File: src/hw/cache_pkg.sv
// Shared widths and line geometry for the direct-mapped write-back cache.
// A line is eight 32-bit words, moved as four 64-bit beats on the burst RAM.
// Byte offset bits of the processor address are ignored.

package cache_pkg;

  // processor data word, also used for the byte address
  typedef logic [31:0] word_t;

  // byte write strobe, all zeros means a read
  typedef logic [3:0] strobe_t;

  // one burst RAM data beat
  typedef logic [63:0] beat_t;

  // word position inside a cache line
  typedef logic [2:0] column_ix_t;

  // number of address bits that select the word in a line
  localparam int COLUMN_IX_W = 3;

  // byte offset bits below the column field
  localparam int ZEROS_W = 2;

  // words per line
  localparam int COLUMNS = 8;

  // 64-bit beats needed to move one line
  localparam int BEATS_PER_LINE = 4;

endpackage

File: src/hw/tag_store.sv
// Tag, valid and dirty bits for each cache line, with hit detection.
// After reset a sweep clears one valid bit per cycle; hit stays low until it ends.
// Requires ram_addr_w no wider than the tag plus line index plus two.

`timescale 1ns/1ps

module tag_store
  import cache_pkg::*;
#(
  parameter int line_ix_w = 8,
  parameter int ram_addr_w = 12,
  localparam int tag_w = 32 - line_ix_w - COLUMN_IX_W - ZEROS_W
) (
  input  logic                  clk,
  input  logic                  rst,
  input  logic [line_ix_w-1:0]  line_ix,
  input  logic [tag_w-1:0]      addr_tag,
  input  logic                  tag_fill,
  input  logic                  cpu_write,
  output logic                  hit,
  output logic                  dirty,
  output logic [ram_addr_w-1:0] wb_addr
);

  logic [tag_w-1:0]        tag_mem [2**line_ix_w];
  logic [2**line_ix_w-1:0] valid_bits;
  logic [2**line_ix_w-1:0] dirty_bits;
  logic [line_ix_w-1:0]    sweep_ix;
  logic                    sweeping;
  // beat address of the resident line, before truncation to the RAM size
  logic [tag_w+line_ix_w+$clog2(BEATS_PER_LINE)-1:0] wb_line_addr;

  always_ff @(posedge clk) begin
    if (rst) begin
      sweeping <= 1'b1;
      sweep_ix <= '0;
    end else if (sweeping) begin
      sweep_ix <= sweep_ix + 1'b1;
      if (&sweep_ix) begin
        sweeping <= 1'b0;
      end
    end
  end

  always_ff @(posedge clk) begin
    if (sweeping) begin
      valid_bits[sweep_ix] <= 1'b0;
    end
    // a freshly filled line matches the RAM, so it starts clean
    if (tag_fill) begin
      tag_mem[line_ix]    <= addr_tag;
      valid_bits[line_ix] <= 1'b1;
      dirty_bits[line_ix] <= 1'b0;
    end else if (cpu_write) begin
      dirty_bits[line_ix] <= 1'b1;
    end
  end

  assign hit   = !sweeping && valid_bits[line_ix] && (tag_mem[line_ix] == addr_tag);
  assign dirty = valid_bits[line_ix] && dirty_bits[line_ix];

  assign wb_line_addr = {tag_mem[line_ix], line_ix, {$clog2(BEATS_PER_LINE){1'b0}}};
  assign wb_addr      = wb_line_addr[ram_addr_w-1:0];

  // fills only happen on a miss and processor writes only on a hit
  a_fill_vs_write: assert property (@(posedge clk) disable iff (rst) !(tag_fill && cpu_write));

endmodule

File: config.mk
export PLATFORM = sky130hd
export DESIGN_NAME = tag_store
export DESIGN_NICKNAME = d
export VERILOG_FILES = /design/src/hw/cache_pkg.sv /design/src/hw/tag_store.sv
export SDC_FILE = /design/constraint.sdc
export NUM_CORES = 2
export LEC_CHECK = 0
export BUFFER_PORTS_ARGS = -buffer_cell sky130_fd_sc_hd__buf_4
export CORE_MARGIN = 2
export CORE_UTILIZATION = 40
export DETAILED_ROUTE_END_ITERATION = 7
export PLACE_DENSITY_LB_ADDON = 0.3
export RECOVER_POWER = 50
export SYNTH_ARGS = -nofsm -noshare
export SYNTH_HDL_FRONTEND = slang
export SYNTH_MEMORY_MAX_BITS = 65536
export SYNTH_SLANG_ARGS = --single-unit
File: constraint.sdc
create_clock -name clk -period 4.5 [get_ports clk]
set_input_delay 0.45 -clock clk [delete_from_list [all_inputs] [get_ports clk]]
set_output_delay 0.45 -clock clk [all_outputs]
set_load 0.005 [all_outputs]
== Word level (Yosys, flattened, before mapping) ==
Memories as Yosys holds them, arrays and structs flattened.
Index checks and enable logic that the tools add are counted.

* Register bits after elaboration: 521
* Input port bits: 31
* Output and inout port bits: 14
* Bits in writable memories: 4864
* Memories kept: 1
* Word-level logic and storage cells: 41

* Mux-type cells: 16
* Reduce and logical (&&, ||, !) cells: 8
* $lt $le $gt $ge: 4
* Equality and inequality tests: 1
* Bitwise logic cells: 6
* Add/sub/neg operators: 1

{| class="wikitable"
|+ Memories
! memory !! depth !! bits a word !! rd ports !! clocked after memory_dff !! wr ports !! RTL line !! text
|-
| tag_mem || 256 || 19 || 1 || 0 || 1 || tag_store.sv:25 || <nowiki>logic [tag_w-1:0] tag_mem [2**line_ix_w];</nowiki>
|}

{| class="wikitable"
|+ Operators by type and width
! kind !! number
|-
| 256-bit two-way mux || 4
|-
| 256-bit AND || 2
|-
| 256-bit NOT || 2
|-
| 256-bit OR || 2
|-
| 19-bit equality test || 1
|-
| 8-bit by 9-bit less-than comparator with 1-bit output (second input constant) || 2
|-
| 1-bit binary-select mux with 8-bit select || 2
|-
| 1-bit demux with 8-bit select || 2
|-
| 8-bit by 1-bit >= comparator with 1-bit output (second input constant) || 2
|-
| 8-bit by 1-bit adder with 8-bit output (second input constant) || 1
|-
| 1-bit two-way mux || 8
|-
| 8-bit AND reduction || 1
|-
| 1-bit logical AND || 5
|-
| 2-bit nonzero test || 1
|-
| 1-bit zero test || 1
|}

== Logic depth before layout (Yosys ltp) ==
* Depth after elaboration: 9
* Depth in mapped cells: 18

== Least setup slack after synthesis ==
Ideal clock, no wire load.

* Kind: input port to flip-flop
* From: input tag_fill
* To: register with a tool-made name
* Data arrival time: 3582 ps
* Cell stages on the path: 3
* Library setup time: 770 ps
* Setup slack: 148 ps
* Path through: clkbuf_1 > clkbuf_1 > inv_1

{| class="wikitable"
|+ RTL lines
! item !! RTL line !! text
|-
| start, declared || tag_store.sv:18 || <nowiki>input logic tag_fill,</nowiki>
|}

== Worst setup path in the final report ==
* From: input line_ix[0]
* To: output hit

* Word-level cells in the longest chain between the ends: 4
* Elaborated cells on any way between the ends: 6
* Classes of those cells: eq/ne: 1; mux: 2; reduce/logical: 2; memory: 1

{| class="wikitable"
|+ Ends and longest elaborated chain
! item !! RTL line !! text
|-
| start, declared || tag_store.sv:16 || <nowiki>input logic [line_ix_w-1:0] line_ix,</nowiki>
|-
| parallel branches: the longest is 3 deep, another holds memory read 256 x 19 bit || n/a ||
|-
| 1-bit logical AND (*) || tag_store.sv:59 || <nowiki>assign hit = !sweeping && valid_bits[line_ix] && (tag_mem[line_ix] == addr_tag);</nowiki>
|-
| end, declared || tag_store.sv:20 || <nowiki>output logic hit,</nowiki>
|}

Mark *: on every way between the ends. The select of a mux whose other input is x is not followed.

==> run_results.csv <==
group,metric,value,unit
finish,fin_area,248000,µm²
critical_path,r2r_end,"valid_bits[193]",
critical_path,r2r_start,"sweeping",
placed_design,numPlacedInstances,18148,
floorplan,core_area,521000,µm²
clock_tree,clkSinkCount,5385,
floorplan,io_pins,45,
critical_path,r2r_slack,1800,ps
finish,final_core_utilization,47.7,%
timing,hold_viol,0,
critical_path,cp.arrival,5460,ps
finish,mostFrequentLayoutCells,"5,120 x edfxtp_1, 1,273 x buf_4, 1,227 x mux4_2",
clock_tree,cts_root_buf,"clkbuf_16",
grt,antenna_found_initial,65,
timing,fin_crit_sh,131,%
route,antenna_left,0,
clock_tree,htree_levels,6,
power,power_leakage,79.9,nW
hold_path,hold_end,"sweep_ix[6]",
grt,track_usage,26.6,%
floorplan,dieArea,528000,µm²
timing,worst_slack,-1410,ps
power,vdd_ir_drop_max,428,µV
grt,grt_overflow_total,0,
timing,worstMarginPinSlew,4170,ps
route,drc,0,
yosys,yosysUniqueCellTypes,87,
route,drtPass1Iterations,6,
route,wl,722000,µm
critical_path,endpoint_kind,"output pin",
timing,max_freq,169,MHz
grt,grt_start_max_net_pins,208,
grt,grt_pass1_vias,115075,
critical_path,r2r.worst_path.cells,4,
yosys,synth-seq-cells,5385,
finish,mostFrequentLayoutCell,"edfxtp_1",
floorplan,rows,265,
timing,finalMaxSlewViolations,1723,
floorplan,dieWidth,727,µm
route,vias,119064,
hold_path,min_path_type,"in2reg",
yosys,synth_area,209000,µm²
yosys,synth_async_sr_flop_share,0,%
yosys,synth-main-ff-cell,"edfxtp_1",
floorplan,die_h,727,µm
timing,finalSetupViolations,128,
placed_design,routabilityCongestion,0.995,
placed_design,post_dp_cell_area,230000,µm²
yosys,ys_seq_area_share,76.1,%
hold_path,whs_path_depth,3,
timing,rsz0062_at_grt,"yes",
clock_tree,clkLatencyLatePin,1070,ps
critical_path,cp_max_fo,17,
clock_tree,clk_path_buf_depth,4,
clock_tree,cts-buffers-inserted,562,
yosys,yosysWarnings,0,
placed_design,hpwl,471000,µm
outcome,status,"finished with violations",
finish,nFillCells,42352,
timing,maxSlewHeadroom,-178,%
hold_path,min_from,"rst",
clock_tree,tritoncts,"done",
timing,tns,-9920,ps
yosys,syn_avg_cell_area,20.2,µm²
placed_design,pre_cts_ws,-1860,ps
finish,area_growth,18.8,%
timing,layout_min_cycle_time,5910,ps
critical_path,critPathKind,"in2out",
timing,fin_skew,29.9,ps
placed_design,portBuffers,42,
finish,drive_above_1_share,32.1,%
yosys,syn-instance-count,10356,
critical_path,crit_required,4050,ps
route,avgViaCountPerCell,6.19,
outcome,violations,"capacitance limit, slew limit, setup timing",
finish,final_nets,11827,
route,wl_per_cell,37.5,µm
clock_tree,path_clk_slew,60,ps
flow_run,drv_cap,23,
floorplan,initial_core_util,40.1,%
power,powerDensity,434,nW/µm²
finish,final_cells,19229,
critical_path,start_kind,"input port",
route,drt_iter0_markers,19532,
yosys,synth-edff-count,5120,
grt,grt_first_pass_wirelength,970000,µm
-- final cells by class --
class	count	area (µm²)	area share, %
Timing Repair Buffer	1566	14700	5.93
Clock buffer	699	14800	5.98
Multi-Input combinational cell	4265	47700	19.2
Clock inverter	316	3120	1.26
Antenna cell	44	110	0.0443
Sequential cell	5385	159000	64.1
Inverter	12	61.3	0.0247
Tap cell	6942	8690	3.50
-- sequential cells by signal, summed over array words and instances, names as in the netlist, named ones only --
name	flops
sweeping	1
sweep_ix	8
valid_bits	256
tag_mem	4864
-- layer usage --
metal | wire length (µm) | part of all wire [%] | track usage [%] | vias to the layer above
met2 | 325000 | 45 | 40.3 | 8326
met1 | 266000 | 37 | 35.6 | 63377
li1 | - | - | - | 45821
met3 | 90200 | 12 | 7.48 | 1514
met5 | 211 | 0.029 | 0 | -
met4 | 40800 | 5.6 | 12.7 | 26
-- synth_stat cells (all sizes together), types with 5 or more instances --
master	number	share of area, %
edfxtp	5120	74
mux4	1228	13
nor2	595	1.1
o21ai	575	1.4
mux2i	470	2.3
buf	400	1.2
nand2	319	0.57
clkbuf	295	0.53
dfxtp	265	2.5
a22oi	222	0.80
nand3	130	0.31
a21oi	102	0.24
o22ai	73	0.22
a221oi	51	0.21
nand4	39	0.12
a31oi	37	0.11
mux2	36	0.19
a22o	34	0.14
a211oi	30	0.11
nor2b	29	0.087
a32oi	22	0.092
nor3	20	0.048
nor4	20	0.060
and3	19	0.057
a2111oi	17	0.073
xnor2	13	0.054
and2	12	0.036
nand2b	12	0.036
o211ai	11	0.039
xor2	11	0.046
o2111ai	10	0.042
a311oi	9	0.038
inv	9	0.016
o221ai	9	0.038
o31ai	9	0.032
a32o	8	0.038
nand4b	7	0.029
nand4bb	7	0.038
nor4bb	5	0.024
-- metrics by stage --
| step | hold slack (ps) | power (W) |
|---|---|---|
| 6_report | 291 | 0.108 |
| 5_1_grt | 290 | 0.110 |
| 4_1_cts | 145 | 0.108 |
| 3_5_place_dp | 443 | 0.0627 |
| 3_3_place_gp | 439 | 0.0626 |
| 2_1_floorplan | 421 | 0.0588 |
-- worst max-delay path by stage --
stage / from / to
global placement: line_ix[1] / hit
global route: tag_mem[57][18] / hit
finish: line_ix[0] / hit
floorplan: tag_fill / flop
CTS: tag_mem[136][2] / hit
detailed placement: line_ix[1] / hit
-- timing repair --
item / CTS / global route
resized for setup: 44 / 19
buffers inserted: 0 / 1
endpoints found under the setup margin: 4 / 3
hold endpoints to repair: 568 / 0
pin swaps: 10 / 4
hold buffers: 20 / 0
cloned: 0 / 2
-- cells by family (layout without fill, tap and decap cells) --
| family | count (synthesis) | in the layout | synth area share (%) |
|---|---|---|---|
| other | 1 | 46 | 0.00179 |
| xor gates and xnor gates | 24 | 24 | 0.101 |
| and+or+nand+nor | 1246 | 1246 | 2.61 |
| AOI/OAI and AO/OA | 1255 | 1255 | 3.76 |
| muxes | 1734 | 1734 | 15.7 |
| DFF | 5385 | 5385 | 76.1 |
| buffers and inverters | 707 | 2593 | 1.75 |
| adders and majority gates | 4 | 4 | 0.0239 |
-- critical path: stages --
cell	delay (ps)
buf_16	250
buf_12	290
and2_4	510
buf_4	240
buf_12	150
a22oi_1	70
and3_1	290
a31oi_1	200
buf_4	180
o21ai_0	420
nor4_4	540
nand4_1	180
xnor2_1	260
o2111ai_4	270
nor4b_4	700
buf_4	270
buf_6	110
-- power by group --
group | total, W | switching (W) | internal [W]
sequential | 0.0551 | 0.0000497 | 0.0550
clock | 0.0458 | 0.0200 | 0.0258
combinational | 0.00687 | 0.00445 | 0.00242
total | 0.108 | 0.0245 | 0.0832
No activity file was read; power rests on OpenSTA's default activity.
