$ cat src/hw/cache_pkg.sv
// Shared widths and line geometry for the direct-mapped write-back cache.
// A line is eight 32-bit words, moved as four 64-bit beats on the burst RAM.
// Byte offset bits of the processor address are ignored.

package cache_pkg;

  // processor data word, also used for the byte address
  typedef logic [31:0] word_t;

  // byte write strobe, all zeros means a read
  typedef logic [3:0] strobe_t;

  // one burst RAM data beat
  typedef logic [63:0] beat_t;

  // word position inside a cache line
  typedef logic [2:0] column_ix_t;

  // number of address bits that select the word in a line
  localparam int COLUMN_IX_W = 3;

  // byte offset bits below the column field
  localparam int ZEROS_W = 2;

  // words per line
  localparam int COLUMNS = 8;

  // 64-bit beats needed to move one line
  localparam int BEATS_PER_LINE = 4;

endpackage

$ cat src/hw/burst_controller.sv
// Miss handling over the burst RAM: dirty write-back, then line fill.
// Commands are strobed for one cycle and only while br_busy is low.
// Read beats 2 to 4 must follow the ready beat on consecutive cycles.
// Write-back beats are taken from the line still resident at the address index.

`timescale 1ns/1ps

module burst_controller
  import cache_pkg::*;
#(
  parameter int ram_addr_w = 12
) (
  input  logic                  clk,
  input  logic                  rst,
  input  logic                  hit,
  input  logic                  dirty,
  input  logic [ram_addr_w-1:0] fill_addr,
  input  logic [ram_addr_w-1:0] wb_addr,
  input  word_t                 line_words [COLUMNS],
  input  logic                  br_busy,
  input  logic                  br_rd_data_ready,
  input  beat_t                 br_rd_data,
  output logic                  br_cmd,
  output logic                  br_cmd_en,
  output logic [ram_addr_w-1:0] br_addr,
  output beat_t                 br_wr_data,
  output logic                  fill_we,
  output logic [1:0]            fill_beat_ix,
  output beat_t                 fill_beat,
  output logic                  tag_fill
);

  typedef enum logic [2:0] {
    ST_IDLE,
    ST_WB_ISSUE,
    ST_WB_BEATS,
    ST_RD_ISSUE,
    ST_RD_WAIT,
    ST_FILL
  } burst_state_t;

  localparam logic [1:0] LAST_BEAT = 2'(BEATS_PER_LINE - 1);

  burst_state_t state;
  burst_state_t state_next;
  logic [1:0]   beat_cnt;
  logic         beat_step;

  always_comb begin
    state_next = state;
    beat_step  = 1'b0;
    br_cmd_en  = 1'b0;
    fill_we    = 1'b0;
    tag_fill   = 1'b0;
    case (state)
      ST_IDLE: begin
        if (!hit) begin
          state_next = dirty ? ST_WB_ISSUE : ST_RD_ISSUE;
        end
      end
      ST_WB_ISSUE: begin
        // first write beat goes out together with the command
        if (!br_busy) begin
          br_cmd_en  = 1'b1;
          beat_step  = 1'b1;
          state_next = ST_WB_BEATS;
        end
      end
      ST_WB_BEATS: begin
        beat_step = 1'b1;
        if (beat_cnt == LAST_BEAT) begin
          state_next = ST_RD_ISSUE;
        end
      end
      ST_RD_ISSUE: begin
        if (!br_busy) begin
          br_cmd_en  = 1'b1;
          state_next = ST_RD_WAIT;
        end
      end
      ST_RD_WAIT: begin
        if (br_rd_data_ready) begin
          fill_we    = 1'b1;
          beat_step  = 1'b1;
          state_next = ST_FILL;
        end
      end
      ST_FILL: begin
        fill_we   = 1'b1;
        beat_step = 1'b1;
        // tag goes valid with the last beat, so the hit shows up next cycle
        if (beat_cnt == LAST_BEAT) begin
          tag_fill   = 1'b1;
          state_next = ST_IDLE;
        end
      end
      default: begin
        state_next = ST_IDLE;
      end
    endcase
  end

  // beat_cnt wraps to zero after the last beat of every burst
  always_ff @(posedge clk) begin
    if (rst) begin
      state    <= ST_IDLE;
      beat_cnt <= '0;
    end else begin
      state <= state_next;
      if (beat_step) begin
        beat_cnt <= beat_cnt + 1'b1;
      end
    end
  end

  assign br_cmd  = (state == ST_WB_ISSUE);
  assign br_addr = (state == ST_WB_ISSUE) ? wb_addr : fill_addr;

  // beat_cnt is still zero in the issue state, so it selects the first write beat there
  assign br_wr_data = {line_words[{beat_cnt, 1'b1}], line_words[{beat_cnt, 1'b0}]};

  // read beats go straight into the column RAMs
  assign fill_beat_ix = beat_cnt;
  assign fill_beat    = br_rd_data;

  // the RAM pulses ready only for a read burst that is being waited on
  a_ready_in_wait: assert property (@(posedge clk) disable iff (rst)
    br_rd_data_ready |-> (state == ST_RD_WAIT));

endmodule

$ cat config.mk
export PLATFORM = sky130hd
export DESIGN_NAME = burst_controller
export DESIGN_NICKNAME = d
export VERILOG_FILES = /design/src/hw/cache_pkg.sv /design/src/hw/burst_controller.sv
export SDC_FILE = /design/constraint.sdc
export NUM_CORES = 1
export LEC_CHECK = 0
export BUFFER_PORTS_ARGS = -buffer_cell sky130_fd_sc_hd__buf_2
export CORE_AREA = 2 2 196 198
export CTS_CLUSTER_DIAMETER = 40
export DETAILED_ROUTE_END_ITERATION = 12
export DIE_AREA = 0 0 198 200
export MAX_ROUTING_LAYER = met4
export PLACE_DENSITY = 0.35
export SETUP_SLACK_MARGIN = 0.1
export SYNTH_ARGS = -nofsm -noshare
export SYNTH_HDL_FRONTEND = slang
export SYNTH_SLANG_ARGS = --single-unit
$ cat constraint.sdc
create_clock -name clk -period 2.4 [get_ports clk]
set_input_delay 0.12 -clock clk [delete_from_list [all_inputs] [get_ports clk]]
set_output_delay 0.12 -clock clk [all_outputs]
set_load 0.02 [all_outputs]
Word level (Yosys, flattened, before mapping)
Cells that the tools add are included.
{ "word_totals": {"mem_count": 0, "romBits": 0, "output_inout_bits": 146, "word_cells": 45, "reg_bits": 5, "latchBits": 0, "ramBits": 0, "in_bits": 350} }
{ "op_classes": {"reduce_logical": 4, "div": 0, "mux": 22, "bitwise": 2, "eq_ne": 12, "n_mul": 0, "n_addsub": 1, "magnitude_cmp": 2, "shifts": 0} }
{ "ops": {"columns": ["operator", "count"], "rows": [
  ["$bmux 32 s3", 2],
  ["$mux 32", 4],
  ["$mux 3", 6],
  ["$pmux 3 s6", 1],
  ["$mux 12", 1],
  ["$ne 2x2->1 const B", 6],
  ["$ge 4x4->1 const B", 2],
  ["$not 3->4", 2],
  ["$eq 3x2->1 const B", 2],
  ["$eq 3x3->1 const B", 2],
  ["$reduce_and 6->1", 1],
  ["$mux 1", 5],
  ["$reduce_or 2->1", 2],
  ["$eq 3x1->1 const B", 1],
  ["$logic_not 3->1", 1],
  ["$pmux 1 s3", 1],
  ["$add 2x1->2 const B", 1],
  ["$eq 2x2->1 const B", 1],
  ["$mux 2", 1],
  ["$pmux 1 s2", 1]
]} }

Longest topological paths before layout
Gate-level depths: netlist (run 1).
{ "logic_depth": {"ltp_word": 4, "mapped_depth": 5, "depth_no_buf": 4} }

Least setup slack after synthesis (run 1)
Ideal clock, no wire load.
{ "synth_path": {"path_type": "register -> output", "start": "reg beat_cnt[0], in the netlist fill_beat_ix[0]", "end": "out br_wr_data[0]", "n_path_buf": 2, "setup_slack_ns": 0.817, "required_time_ns": 2.280, "arrival_time_ns": 1.463, "stages_incl_launch_ff": 4, "cell_sequence": "dfxtp_1 > buf_6 > buf_6 > mux4_2"} }
{ "synth_via": {"elab_chain_len": 4} }
{ "synth_rtl": {"columns": ["element", "line_no", "source"], "rows": [
  ["start: declaration", "burst_controller.sv:46", "logic [1:0] beat_cnt;"],
  ["start signal: assignment", "burst_controller.sv:111", "beat_cnt <= beat_cnt + 1'b1;"],
  ["$not 3->4 (implied by the code)", "burst_controller.sv:120", "assign br_wr_data = {line_words[{beat_cnt, 1'b1}], line_words[{beat_cnt, 1'b0}]};"],
  ["$bmux 32 s3", "burst_controller.sv:120", null],
  ["$mux 32 (implied by the code) (2 in series)", "burst_controller.sv:120", null],
  ["end: declaration", "burst_controller.sv:26", "output beat_t br_wr_data,"]
]} }
Every way passes these cells. The select of a mux whose other input is x is not followed.

Final worst setup path (run 1)
{ "layout_path": {"start": "reg state[0]", "end": "out br_addr[10]"} }
{ "layout_via": {"elab_chain_len": 2} }
{ "layout_rtl": {"columns": ["element", "line_no", "source"], "rows": [
  ["start: declaration", "burst_controller.sv:44", "burst_state_t state;"],
  ["start signal: assignment", "burst_controller.sv:109", "state <= state_next;"],
  ["$eq 3x1->1", "burst_controller.sv:117", "assign br_addr = (state == ST_WB_ISSUE) ? wb_addr : fill_addr;"],
  ["$mux 12", "burst_controller.sv:117", null],
  ["end: declaration", "burst_controller.sv:25", "output logic [ram_addr_w-1:0] br_addr,"]
]} }
Every way passes these cells.

==> results of run 1 <==
-- registers in the layout, summed over array words and instances, names as in the netlist --
register and cells:
state 3, fill_beat_ix 2
-- cells in the final DEF, fill, tap and decap left out, drive strengths merged --
master and n:
diode 8, nand2 3, xor2 1, nand2b 1
o21a 2, buf 371, a21oi 2, nor2b 2
dfxtp 5, mux2 13, a22oi 2, o211a 1
a2111oi 1, mux4 64, mux2i 2, nor3 3
o21ai 2, ha 1, nor2 5, clkbuf 4
inv 4
-- cell type report --
cell class                 instances  area (um2)
multi-input combinational        105        1782
tap                              511       639.4
antenna                            8       20.02
sequential                         5       107.6
clock buffer                       4       78.83
timing repair buffer             371        1904
inverter                           4       15.01
fill                            4306       32850
-- final timing paths --
kind	start	end	slack (ns)	cells past startpoint
max	state[0]$_SDFFE_PP0P_	br_addr[10]	0.56	4
min reg2reg	fill_beat_ix[1]$_SDFFE_PP0P_	fill_beat_ix[1]$_SDFFE_PP0P_	0.54	2
min	rst	state[2]$_SDFFE_PP0P_	0.13	2
max reg2reg	state[1]$_SDFFE_PP0P_	fill_beat_ix[0]$_SDFFE_PP0P_	0.84	4
-- Yosys cell counts, drive strengths merged --
library cell and n:
nand2b 1, mux4 64, a22oi 2, o21a 2, mux2i 2, dfxtp 5
a21oi 2, o21ai 2, mux2 13, nor3 3, nor2 5, nor2b 2
clkbuf 1, buf 79, inv 4, xor2 1, ha 1, a2111oi 1
o211a 1, nand2 3
-- where the power goes --
part	internal [uW]	leakage (uW)	switching, uW
registers	96.3	0.0000425	25.8
logic	777	0.00196	798
clock network	220	0.0000382	56.0
total	1090	0.00204	880
-- per-layer routing --
layer / GRT usage / vias up
li1: - / 1330
met1: 0.06937 / 1405
met2: 0.1511 / 276
met3: 0.02671 / 50
met4: 0.02478 / 0
met5: - / -
-- cells by family after synthesis --
| kind of cell | share of synthesized area |
|---|---|
| DFF | 0.04002 |
| adders and majority gates | 0.005002 |
| muxes | 0.6443 |
| AOI/OAI and AO/OA | 0.02801 |
| buffers and inverters | 0.2476 |
| and+or+nand+nor | 0.03151 |
| xor gates and xnor gates | 0.003502 |
-- metrics by stage --
stage                     std cells    util  setup slack (ns)  instance area, um2
final                          1008  0.1216            0.5641                4547
after CTS                      1000  0.1210            0.5486                4527
after floorplan                 194       -            0.8174                2501
after global placement          996  0.1189            0.8143                4448
after global routing           1008  0.1216            0.4427                4547
after detailed placement        996  0.1189            0.7959                4448
-- critical path, cell delays in order (launching register included) --
cell      delay, ns
dfxtp_1        0.43
nand2b_1       0.15
nor2_4         0.34
mux2_2         0.39
buf_2          0.16
==> reports/qor.log, run 1 <==
INFO  sta            period_needed=1.836ns
INFO  clock_tree     tritoncts.num_buffers=3
INFO  sta            rsz_0062_raised_after_global_routing=no
INFO  detailed_routing detailedRoute.firstPassIterationCount=4
INFO  detailed_routing detailroute.wirelength.met2=8.959mm
INFO  sta            fin_worst_hold_slack=0.1347ns
INFO  sta            post-route-period-util=0.7650
INFO  power_and_ir_drop peakVddDrop=0.0004736V
INFO  cells_and_area nNetsFinal=841
INFO  clock_tree     ctsHtreeMaxLevel=1
INFO  detailed_routing drt-vias-per-instance=3.037
INFO  clock_tree     postCtsSetupRepairBufs=0
INFO  detailed_routing routedLengthMet1=5.266mm
INFO  floorplanning  fp.coreArea=37400um2
INFO  setup_path     worstSetupStartpointType=flip-flop
INFO  setup_path     crit_type=reg2out
INFO  clock_tree     insertion_delay=0.23ns
INFO  clock_tree     tritoncts=yes
INFO  synth          synth.top_cell.area_share=0.5763
INFO  floorplanning  die_y=200um
INFO  sta            skew=0.001878ns
INFO  global_routing first_global_vias=3281
INFO  place          hpwlAfterDp=15.45mm
INFO  min_path       timing.hold.worst.class=in2reg
INFO  power_and_ir_drop cellLeakagePower=0.002043uW
INFO  sta            tightest_slew=0.5025ns
INFO  clock_tree     cts_buffer_depth=2
INFO  synth          synthesis.nets=545
INFO  power_and_ir_drop power_density=434.0nW/um2
INFO  clock_tree     ctsHoldBuffers=0
INFO  sta            slew_viol_final=0
INFO  floorplanning  top_level_ports=496
INFO  global_routing grt_max_degree=36
INFO  floorplanning  horiz_die_dim=198um
INFO  global_routing gr-total-overflow=0
INFO  detailed_routing routedWlPerCell=16.57um
INFO  synth          post-synth-top-area-cell=mux4_2
INFO  detailed_routing antenna_left=0
INFO  clock_tree     clkSlewWorstSetupHoldPaths=0.03ns
INFO  synth          yosys.cell_types.count=25
INFO  synth          synth-seq-area-share=0.04002
INFO  sta            max-slew-margin-rel=0.6646
INFO  detailed_routing top_signal_layer_used=met4
INFO  global_routing antenna_found_initial=14
INFO  clock_tree     tritoncts_num_sinks=5
INFO  cells_and_area area_growth_syn_to_layout=81.79%
INFO  run            max_cap_viol_count=0
INFO  detailed_routing detail_route.wirelength=16.71mm
INFO  sta            fin_setup_tns=0ns
INFO  sta            clock.fmax=544.7MHz
INFO  sta            finalHoldViolCount=0
INFO  detailed_routing vias=3061
INFO  detailed_routing drt_iter0_drc=64
INFO  setup_path     worstSetupEndpointType=primary output
INFO  setup_path     critPathMaxFanout=13
INFO  detailed_routing remaining_drc_errors=0
INFO  detailed_routing dr_wl_met3=1.943mm
INFO  clock_tree     cts-root-buf=clkbuf_16
INFO  cells_and_area fraction_of_final_layout_cells_sized_beyond_drive_strength_1=0.9305
INFO  run_status     outcome=complete, no violations
INFO  clock_tree     post_cts.resized_instances=0
INFO  place          globalplace.congestion=0.8324
INFO  sta            finalSetupViolations=0
INFO  floorplanning  num_rows=71
INFO  synth          syn_inst=194
INFO  setup_path     worst_ep_arrival_time=1.72ns
INFO  synth          ys_ff_latch=5
INFO  floorplanning  die_area=39600um2
INFO  power_and_ir_drop finalPower=1973uW
INFO  synth          syn-cell-area=2501um2
INFO  place          numPortBuffers=367
INFO  synth          post_synthesis_mean_instance_area=12.89um2
INFO  floorplanning  starting_density_of_the_core=0.06688
INFO  setup_path     worst_ep_required_time=2.28ns
INFO  global_routing grt_pass1_wl=21.22mm
INFO  global_routing grt_use_total=0.07727
INFO  synth          synthesis.yosys.warnings=0
INFO  synth          synth_area_leaders=mux4_2 58%, buf_4 20%, mux2_2 5.4%
Power figures use the tool's default switching activity.
==> run 2, diff against run 1 <==
Settings changed: CORE_AREA 2 2 196 198 to 2 2 191 193, DIE_AREA 0 0 198 200 to 0 0 193 195, PLACE_DENSITY 0.35 to 0.36.
Clock period 2.4 ns to 1.7 ns, I/O delays scaled along.
==> run 2 against run 1 <==
  * The run now ends with setup timing left
  * Sequential power grew 39%
  * Sequential cell count is the same
  * Clock power grew 40%
  * Combinational power grew 89%
  * Clock-buffer cell count is the same
  * Final cell count shrank 3.4%
  * Sequential share of layout area shrank 0.25 points
  * Routed wire length grew 20%
  * Register-to-register slack lost 0.68 ns
  * Total power grew 80%
  * Worst hold slack lost 0.020 ns
  * Largest cell class unchanged
  * Largest power group unchanged
==> reports/qor.log, run 2 (synthesis gave the netlist of run 1 again) <==
INFO  sta            fin_setup_tns=-0.2041ns
INFO  floorplanning  horiz_die_dim=193um
INFO  sta            postLayoutSetupSlackWorst=-0.02552ns
INFO  detailed_routing detail_route.wirelength=20.01mm
INFO  detailed_routing detailedRoute.firstPassIterationCount=4
INFO  place          post-place-cells=953
INFO  global_routing first_global_vias=3570
INFO  clock_tree     clkSlewWorstSetupHoldPaths=0.03ns
INFO  place          post_dp_area=4463um2
INFO  floorplanning  num_rows=69
INFO  clock_tree     tritoncts=yes
INFO  setup_path     worst_ep_arrival_time=1.64ns
INFO  cells_and_area final_common_cell=buf_2
INFO  sta            rsz_0062_raised_after_global_routing=yes
INFO  global_routing grt_use_total=0.1000
INFO  cells_and_area finalInstanceArea=5251um2
INFO  detailed_routing antenna_left=0
INFO  sta            tightest_slew=0.3144ns
INFO  floorplanning  top_level_ports=496
INFO  floorplanning  fp.coreArea=35400um2
INFO  clock_tree     cts_buffer_depth=2
INFO  run_status     outcome=complete, but fails checks
INFO  setup_path     critPathMaxFanout=7
INFO  sta            slew_viol_final=0
INFO  sta            max-slew-margin-rel=0.7899
INFO  place          globalplace.congestion=0.7898
INFO  sta            skew=0.001186ns
INFO  global_routing gr-total-overflow=0
INFO  cells_and_area post_layout_nonfiller_instances=974
INFO  sta            clock.fmax=579.5MHz
INFO  cells_and_area mostFrequentLayoutCells=313 x buf_2, 64 x mux4_2, 59 x buf_6, 13 x mux2_4, 7 x buf_12
INFO  sta            period_needed=1.726ns
INFO  place          hpwlAfterDp=17.76mm
INFO  run            max_cap_viol_count=0
INFO  sta            finalHoldViolCount=0
INFO  run_status     violations=setup timing
INFO  cells_and_area largest_reg_flops=3
INFO  setup_path     worstSetupEndpointType=primary output
INFO  cells_and_area fraction_of_final_layout_cells_sized_beyond_drive_strength_1=0.9471
INFO  clock_tree     tritoncts_num_sinks=5
INFO  place          numPortBuffers=367
INFO  detailed_routing drt-vias-per-instance=3.342
INFO  power_and_ir_drop peakVddDrop=0.0003987V
INFO  setup_path     worst_ep_required_time=1.62ns
INFO  detailed_routing routedWlPerCell=20.54um
INFO  floorplanning  die_area=37640um2
INFO  clock_tree     ctsHtreeMaxLevel=1
INFO  setup_path     worstSetupStartpointType=flip-flop
INFO  clock_tree     insertion_delay=0.23ns
INFO  power_and_ir_drop power_density=675.4nW/um2
INFO  detailed_routing drt_iter0_drc=116
INFO  sta            finalSetupViolations=14
INFO  clock_tree     tritoncts.num_buffers=3
INFO  min_path       timing.hold.worst.class=in2reg
INFO  global_routing antenna_found_initial=14
INFO  cells_and_area nNetsFinal=862
INFO  clock_tree     ctsHoldBuffers=0
INFO  cells_and_area top_register=state
INFO  floorplanning  die_y=195um
INFO  power_and_ir_drop cellLeakagePower=0.002385uW
INFO  global_routing grt_pass1_wl=25.66mm
INFO  sta            fin_worst_hold_slack=0.1145ns
INFO  global_routing grt_max_degree=48
INFO  setup_path     crit_type=reg2out
INFO  cells_and_area finish.utilization=0.1484
INFO  detailed_routing vias=3255
INFO  detailed_routing remaining_drc_errors=0
INFO  floorplanning  starting_density_of_the_core=0.07066
INFO  cells_and_area area_growth_syn_to_layout=110.0%
INFO  clock_tree     cts-root-buf=clkbuf_16
INFO  sta            post-route-period-util=1.015
==> run 2: cell count changes in the layout (fill, tap and decap cells not counted), sizes merged <==
cell / delta
buf: +21
diode: -5
==> run 2: worst paths after layout <==
path                                      from                      endpoint  slack [ns]  cells after the start
setup / recovery  fill_beat_ix[0]$_SDFFE_PP0P_                 br_wr_data[1]       -0.03                      5
hold / removal                             rst         state[2]$_SDFFE_PP0P_        0.11                      2
setup reg to reg         state[2]$_SDFFE_PP0P_  fill_beat_ix[0]$_SDFFE_PP0P_        0.16                      6
hold reg to reg          state[2]$_SDFFE_PP0P_         state[1]$_SDFFE_PP0P_        0.53                      2
==> run 2: area by class of cell <==
type / instances / area (um2)
clock buffer: 4 / 78.83
multi-input combinational: 105 / 1866
timing repair buffer: 392 / 2596
sequential: 5 / 111.4
inverter: 4 / 15.01
fill: 4048 / 30150
tap: 461 / 576.8
antenna: 3 / 7.507
==> run 2: metrics by stage <==
stage / setup slack (ns) / power, uW
5_1_grt: -0.08159 / 3777
6_report: -0.02552 / 3547
4_1_cts: -0.03517 / 3559
3_5_place_dp: 0.2043 / 2541
3_3_place_gp: 0.2066 / 2533
2_1_floorplan: 0.1524 / 1840
==> run 2: critical path: stages (launching register included) <==
cell     delay (ns)
dfxtp_4        0.38
buf_6          0.11
buf_12         0.11
buf_16         0.13
mux4_2         0.51
buf_6          0.15
==> run 2: timing repair <==
action	4_1_cts	5_1_grt
buffers inserted	8	1
cloned	5	0
gates resized for setup	127	19
endpoints found under the hold margin	0	0
pin swaps	1	3
endpoints found under the setup margin	74	76
==> run 2: layer usage <==
layer  GRT usage  share of wire  up-vias
met2      0.1862           0.52      295
met1      0.1128           0.37     1534
met4     0.01768          0.020        0
met5           -              0        -
li1            -              -     1366
met3     0.01510          0.086       60
==> run 2: where the power goes <==
group	switching (uW)	leakage (uW)	internal, uW	total, uW
logic	1330	0.00230	1660	2990
clock network	75.7	0.0000382	311	386
registers	32.6	0.0000436	138	170
total	1440	0.00239	2110	3550
==> run 3, diff against run 2 <==
Settings changed: ABC_AREA set to 1, ABC_CLOCK_PERIOD_IN_PS set to 1700, CORE_AREA 2 2 191 193 to 2 2 196 198, DIE_AREA 0 0 193 195 to 0 0 198 200.
==> run 3 against run 2 <==
  * The flow now finishes without violations
  * Clock power rose by 2%
  * Register-to-register slack better by 0.17 ns
  * Global-route usage fell by 2.0 points
  * Clock-buffer cell count stayed put
  * Clock skew is 0.0032 ns higher
  * Setup slack improved by 0.094 ns
  * Utilization fell by 1.0 points
  * Synthesized cell count grew to 2.7 times the previous value
==> reports/qor.log, run 3 <==
INFO  setup_path     r2r.worst_path.cells=7
INFO  global_routing grt_pass1_wl=23.76mm
INFO  sta            postLayoutSetupSlackWorst=0.06805ns
INFO  synth          synth-main-ff-cell=dfxtp_1
INFO  detailed_routing detail_route.wirelength=19.99mm
INFO  floorplanning  horiz_die_dim=198um
INFO  synth          synth_adder_area_share=0.004610
INFO  run_status     outcome=complete, no violations
INFO  detailed_routing drt-vias-per-instance=3.634
INFO  sta            post-route-period-util=0.9600
INFO  setup_path     worstSetupStartpointType=flip-flop
INFO  power_and_ir_drop p_clk_frac=0.044
INFO  setup_path     worstSetupEndpointType=primary output
INFO  cells_and_area largest_reg_flops=3
INFO  floorplanning  fp.coreArea=37400um2
INFO  detailed_routing drt_iter0_drc=190
INFO  sta            clock.fmax=612.8MHz
INFO  detailed_routing top_signal_layer_used=met4
INFO  clock_tree     tritoncts_num_sinks=5
INFO  place          globalplace.congestion=0.8807
INFO  cells_and_area top_register=state
INFO  synth          syn-cell-area=2714um2
INFO  power_and_ir_drop internal_power=3637uW
INFO  detailed_routing detailedRoute.firstPassIterationCount=4
INFO  detailed_routing detailroute.wirelength.met2=9.802mm
INFO  min_path       hold_end=fill_beat[9]
INFO  detailed_routing vias=4837
INFO  power_and_ir_drop switchingPower=5392uW
INFO  clock_tree     tritoncts.num_buffers=3
INFO  synth          synth.top_cell.area_share=0.2195
INFO  synth          synthesis.nets=876
INFO  clock_tree     tritoncts=yes
INFO  sta            slew_viol_final=0
INFO  sta            max-slew-margin-rel=0.8000
INFO  synth          synth_area_leaders=o21ai_0 22%, nor2_1 19%, buf_4 18%
INFO  cells_and_area mostFrequentLayoutCells=352 x buf_2, 134 x nor2_1, 96 x o21ai_0, 64 x o22ai_1, 48 x nand2_1
INFO  detailed_routing remaining_drc_errors=0
INFO  global_routing grt_use_total=0.08000
INFO  sta            finalHoldViolCount=0
INFO  place          hpwlAfterDp=14.48mm
INFO  synth          post-synth-top-area-cell=o21ai_0
INFO  setup_path     critPathMaxFanout=18
INFO  min_path       timing.hold.worst_path_depth=0
INFO  synth          synth-edff-count=0
INFO  clock_tree     ctsHtreeMaxLevel=1
INFO  sta            skew=0.004383ns
INFO  synth          synthArstFlopShare=0
INFO  detailed_routing antenna_left=0
INFO  setup_path     worst_ep_required_time=1.62ns
INFO  detailed_routing dr_wl_met3=1.620mm
INFO  min_path       hp-start=br_rd_data[9]
INFO  power_and_ir_drop power.combinational.fraction=0.922
INFO  global_routing gr-total-overflow=0
INFO  floorplanning  starting_density_of_the_core=0.07256
INFO  power_and_ir_drop cellLeakagePower=0.002578uW
INFO  global_routing first_global_vias=4387
INFO  setup_path     crit_type=reg2out
INFO  synth          most_frequent_cell_after_synthesis=nor2_1
INFO  synth          post_synth_and_or_nand_nor_area_fraction=0.2932
INFO  detailed_routing routedWlPerCell=15.02um
INFO  sta            tightest_slew=0.2969ns
INFO  cells_and_area area_growth_syn_to_layout=90.09%
INFO  sta            period_needed=1.632ns
INFO  floorplanning  die_area=39600um2
INFO  synth          yosys-mux-area-fraction=0
INFO  synth          yosys.cell_types.count=21
INFO  setup_path     timing.rr.end=state[2]$_SDFFE_PP0P_
INFO  place          numPortBuffers=367
INFO  synth          post_synthesis_mean_instance_area=5.169um2
INFO  sta            finalSetupViolations=0
INFO  setup_path     worst_ep_arrival_time=1.55ns
INFO  cells_and_area fraction_of_final_layout_cells_sized_beyond_drive_strength_1=0.5183
INFO  synth          ys_top_cells_by_count=140 x nor2_1, 119 x o21ai_0, 66 x buf_4
INFO  synth          synthesis.yosys.warnings=0
INFO  setup_path     timing.rr.start=fill_beat_ix[0]$_SDFFE_PP0P_
INFO  synth          synth-seq-area-share=0.03688
INFO  synth          synth-compound-area-share=0.3951
INFO  cells_and_area nNetsFinal=1170
INFO  detailed_routing routedLengthMet1=7.976mm
INFO  synth          synth-xor-area-share=0
INFO  setup_path     rrSetupSlack=0.33ns
INFO  clock_tree     cts_buffer_depth=2
INFO  power_and_ir_drop peakVddDrop=0.0004942V
INFO  place          dp_worst_setup_slack=0.2795ns
INFO  power_and_ir_drop pwr-share-seq=0.034
INFO  power_and_ir_drop power_density=1750nW/um2
INFO  clock_tree     clkSlewWorstSetupHoldPaths=0.04ns
INFO  synth          ys_ff_latch=5
INFO  cells_and_area final_common_cell=buf_2
INFO  power_and_ir_drop sw_share=0.5972
INFO  floorplanning  num_rows=71
INFO  sta            fin_worst_hold_slack=0.1700ns
INFO  synth          combinational_family_with_the_most_area_after_synthesis=compound AO/OA/AOI/OAI gates
INFO  clock_tree     cts-root-buf=clkbuf_16
INFO  sta            fin_setup_tns=0ns
INFO  global_routing antenna_found_initial=2
INFO  clock_tree     insertion_delay=0.23ns
INFO  synth          syn_inst=525
INFO  sta            rsz_0062_raised_after_global_routing=yes
INFO  floorplanning  top_level_ports=496
INFO  global_routing grt_max_degree=75
INFO  min_path       timing.hold.worst.class=in2out
INFO  run            max_cap_viol_count=0
INFO  floorplanning  die_y=200um
[run 3: per-layer routing]
layer  track usage  vias up
met5             -        -
met4       0.03342        0
met3       0.01697       34
met2        0.1421      307
met1       0.08669     2167
li1              -     2329
[run 3: final cells by class]
type                    instances  area (um2)
fillers                      4467       32240
repair buffers                396        2347
multi-input cells             400        1922
well taps                     511       639.4
flip-flops and latches          5       105.1
clock buffers                   4       78.83
inverters                      13       61.31
diodes                          2       5.005
[run 3: power by group through the flow]
stage / logic (uW) / clock network (uW) / registers (uW)
CTS: 7310 / 403 / 283
global placement: 7360 / 0 / 287
detailed placement: 7280 / 0 / 284
global route: 9080 / 409 / 318
finish: 8330 / 393 / 310
floorplan: 4790 / 0 / 273
[run 3: critical path, cell delays in order, from the launching register on]
cell,delay [ns]
dfxtp_4,0.43
clkinv_8,0.10
buf_12,0.13
clkbuf_16,0.17
o21ai_1,0.21
o22ai_1,0.10
buf_2,0.17
[run 3: logic make-up after synthesis]
group           Yosys count
simple gates            201
compound gates          198
buf+inv                 120
flops                     5
fa+ha+maj                 1
[run 3: what timing repair did]
action,4_1_cts,5_1_grt
setup endpoints to repair,10,56
gates resized for setup,1,63
hold buffers,0,0
pin swaps,0,2
gates cloned,0,7
buffers inserted,0,4
hold endpoints to repair,0,0
[run 3: worst max path at each step]
stage          slack, ns  depth (start not counted)                    end                          from
6_report            0.07                          6         br_wr_data[12]  fill_beat_ix[0]$_SDFFE_PP0P_
5_1_grt           -0.002                          6         br_wr_data[52]  fill_beat_ix[0]$_SDFFE_PP0P_
4_1_cts             0.08                          6         br_wr_data[60]  fill_beat_ix[0]$_SDFFE_PP0P_
3_5_place_dp        0.28                          7  state[2]$_SDFFE_PP0P_  fill_beat_ix[0]$_SDFFE_PP0P_
3_3_place_gp        0.22                          7  state[2]$_SDFFE_PP0P_  fill_beat_ix[0]$_SDFFE_PP0P_
2_1_floorplan       0.21                          4          br_wr_data[0]  fill_beat_ix[1]$_SDFFE_PP0P_
[run 3: metrics by stage]
step,utilization,cells,total power [uW],cell area (um2)
after floorplan,-,525,5068,2714
after CTS,0.1287,1318,7992,4815
after detailed placement,0.1266,1314,7560,4736
after global placement,0.1266,1314,7649,4736
after global routing,0.1379,1331,9806,5159
final,0.1379,1331,9028,5159
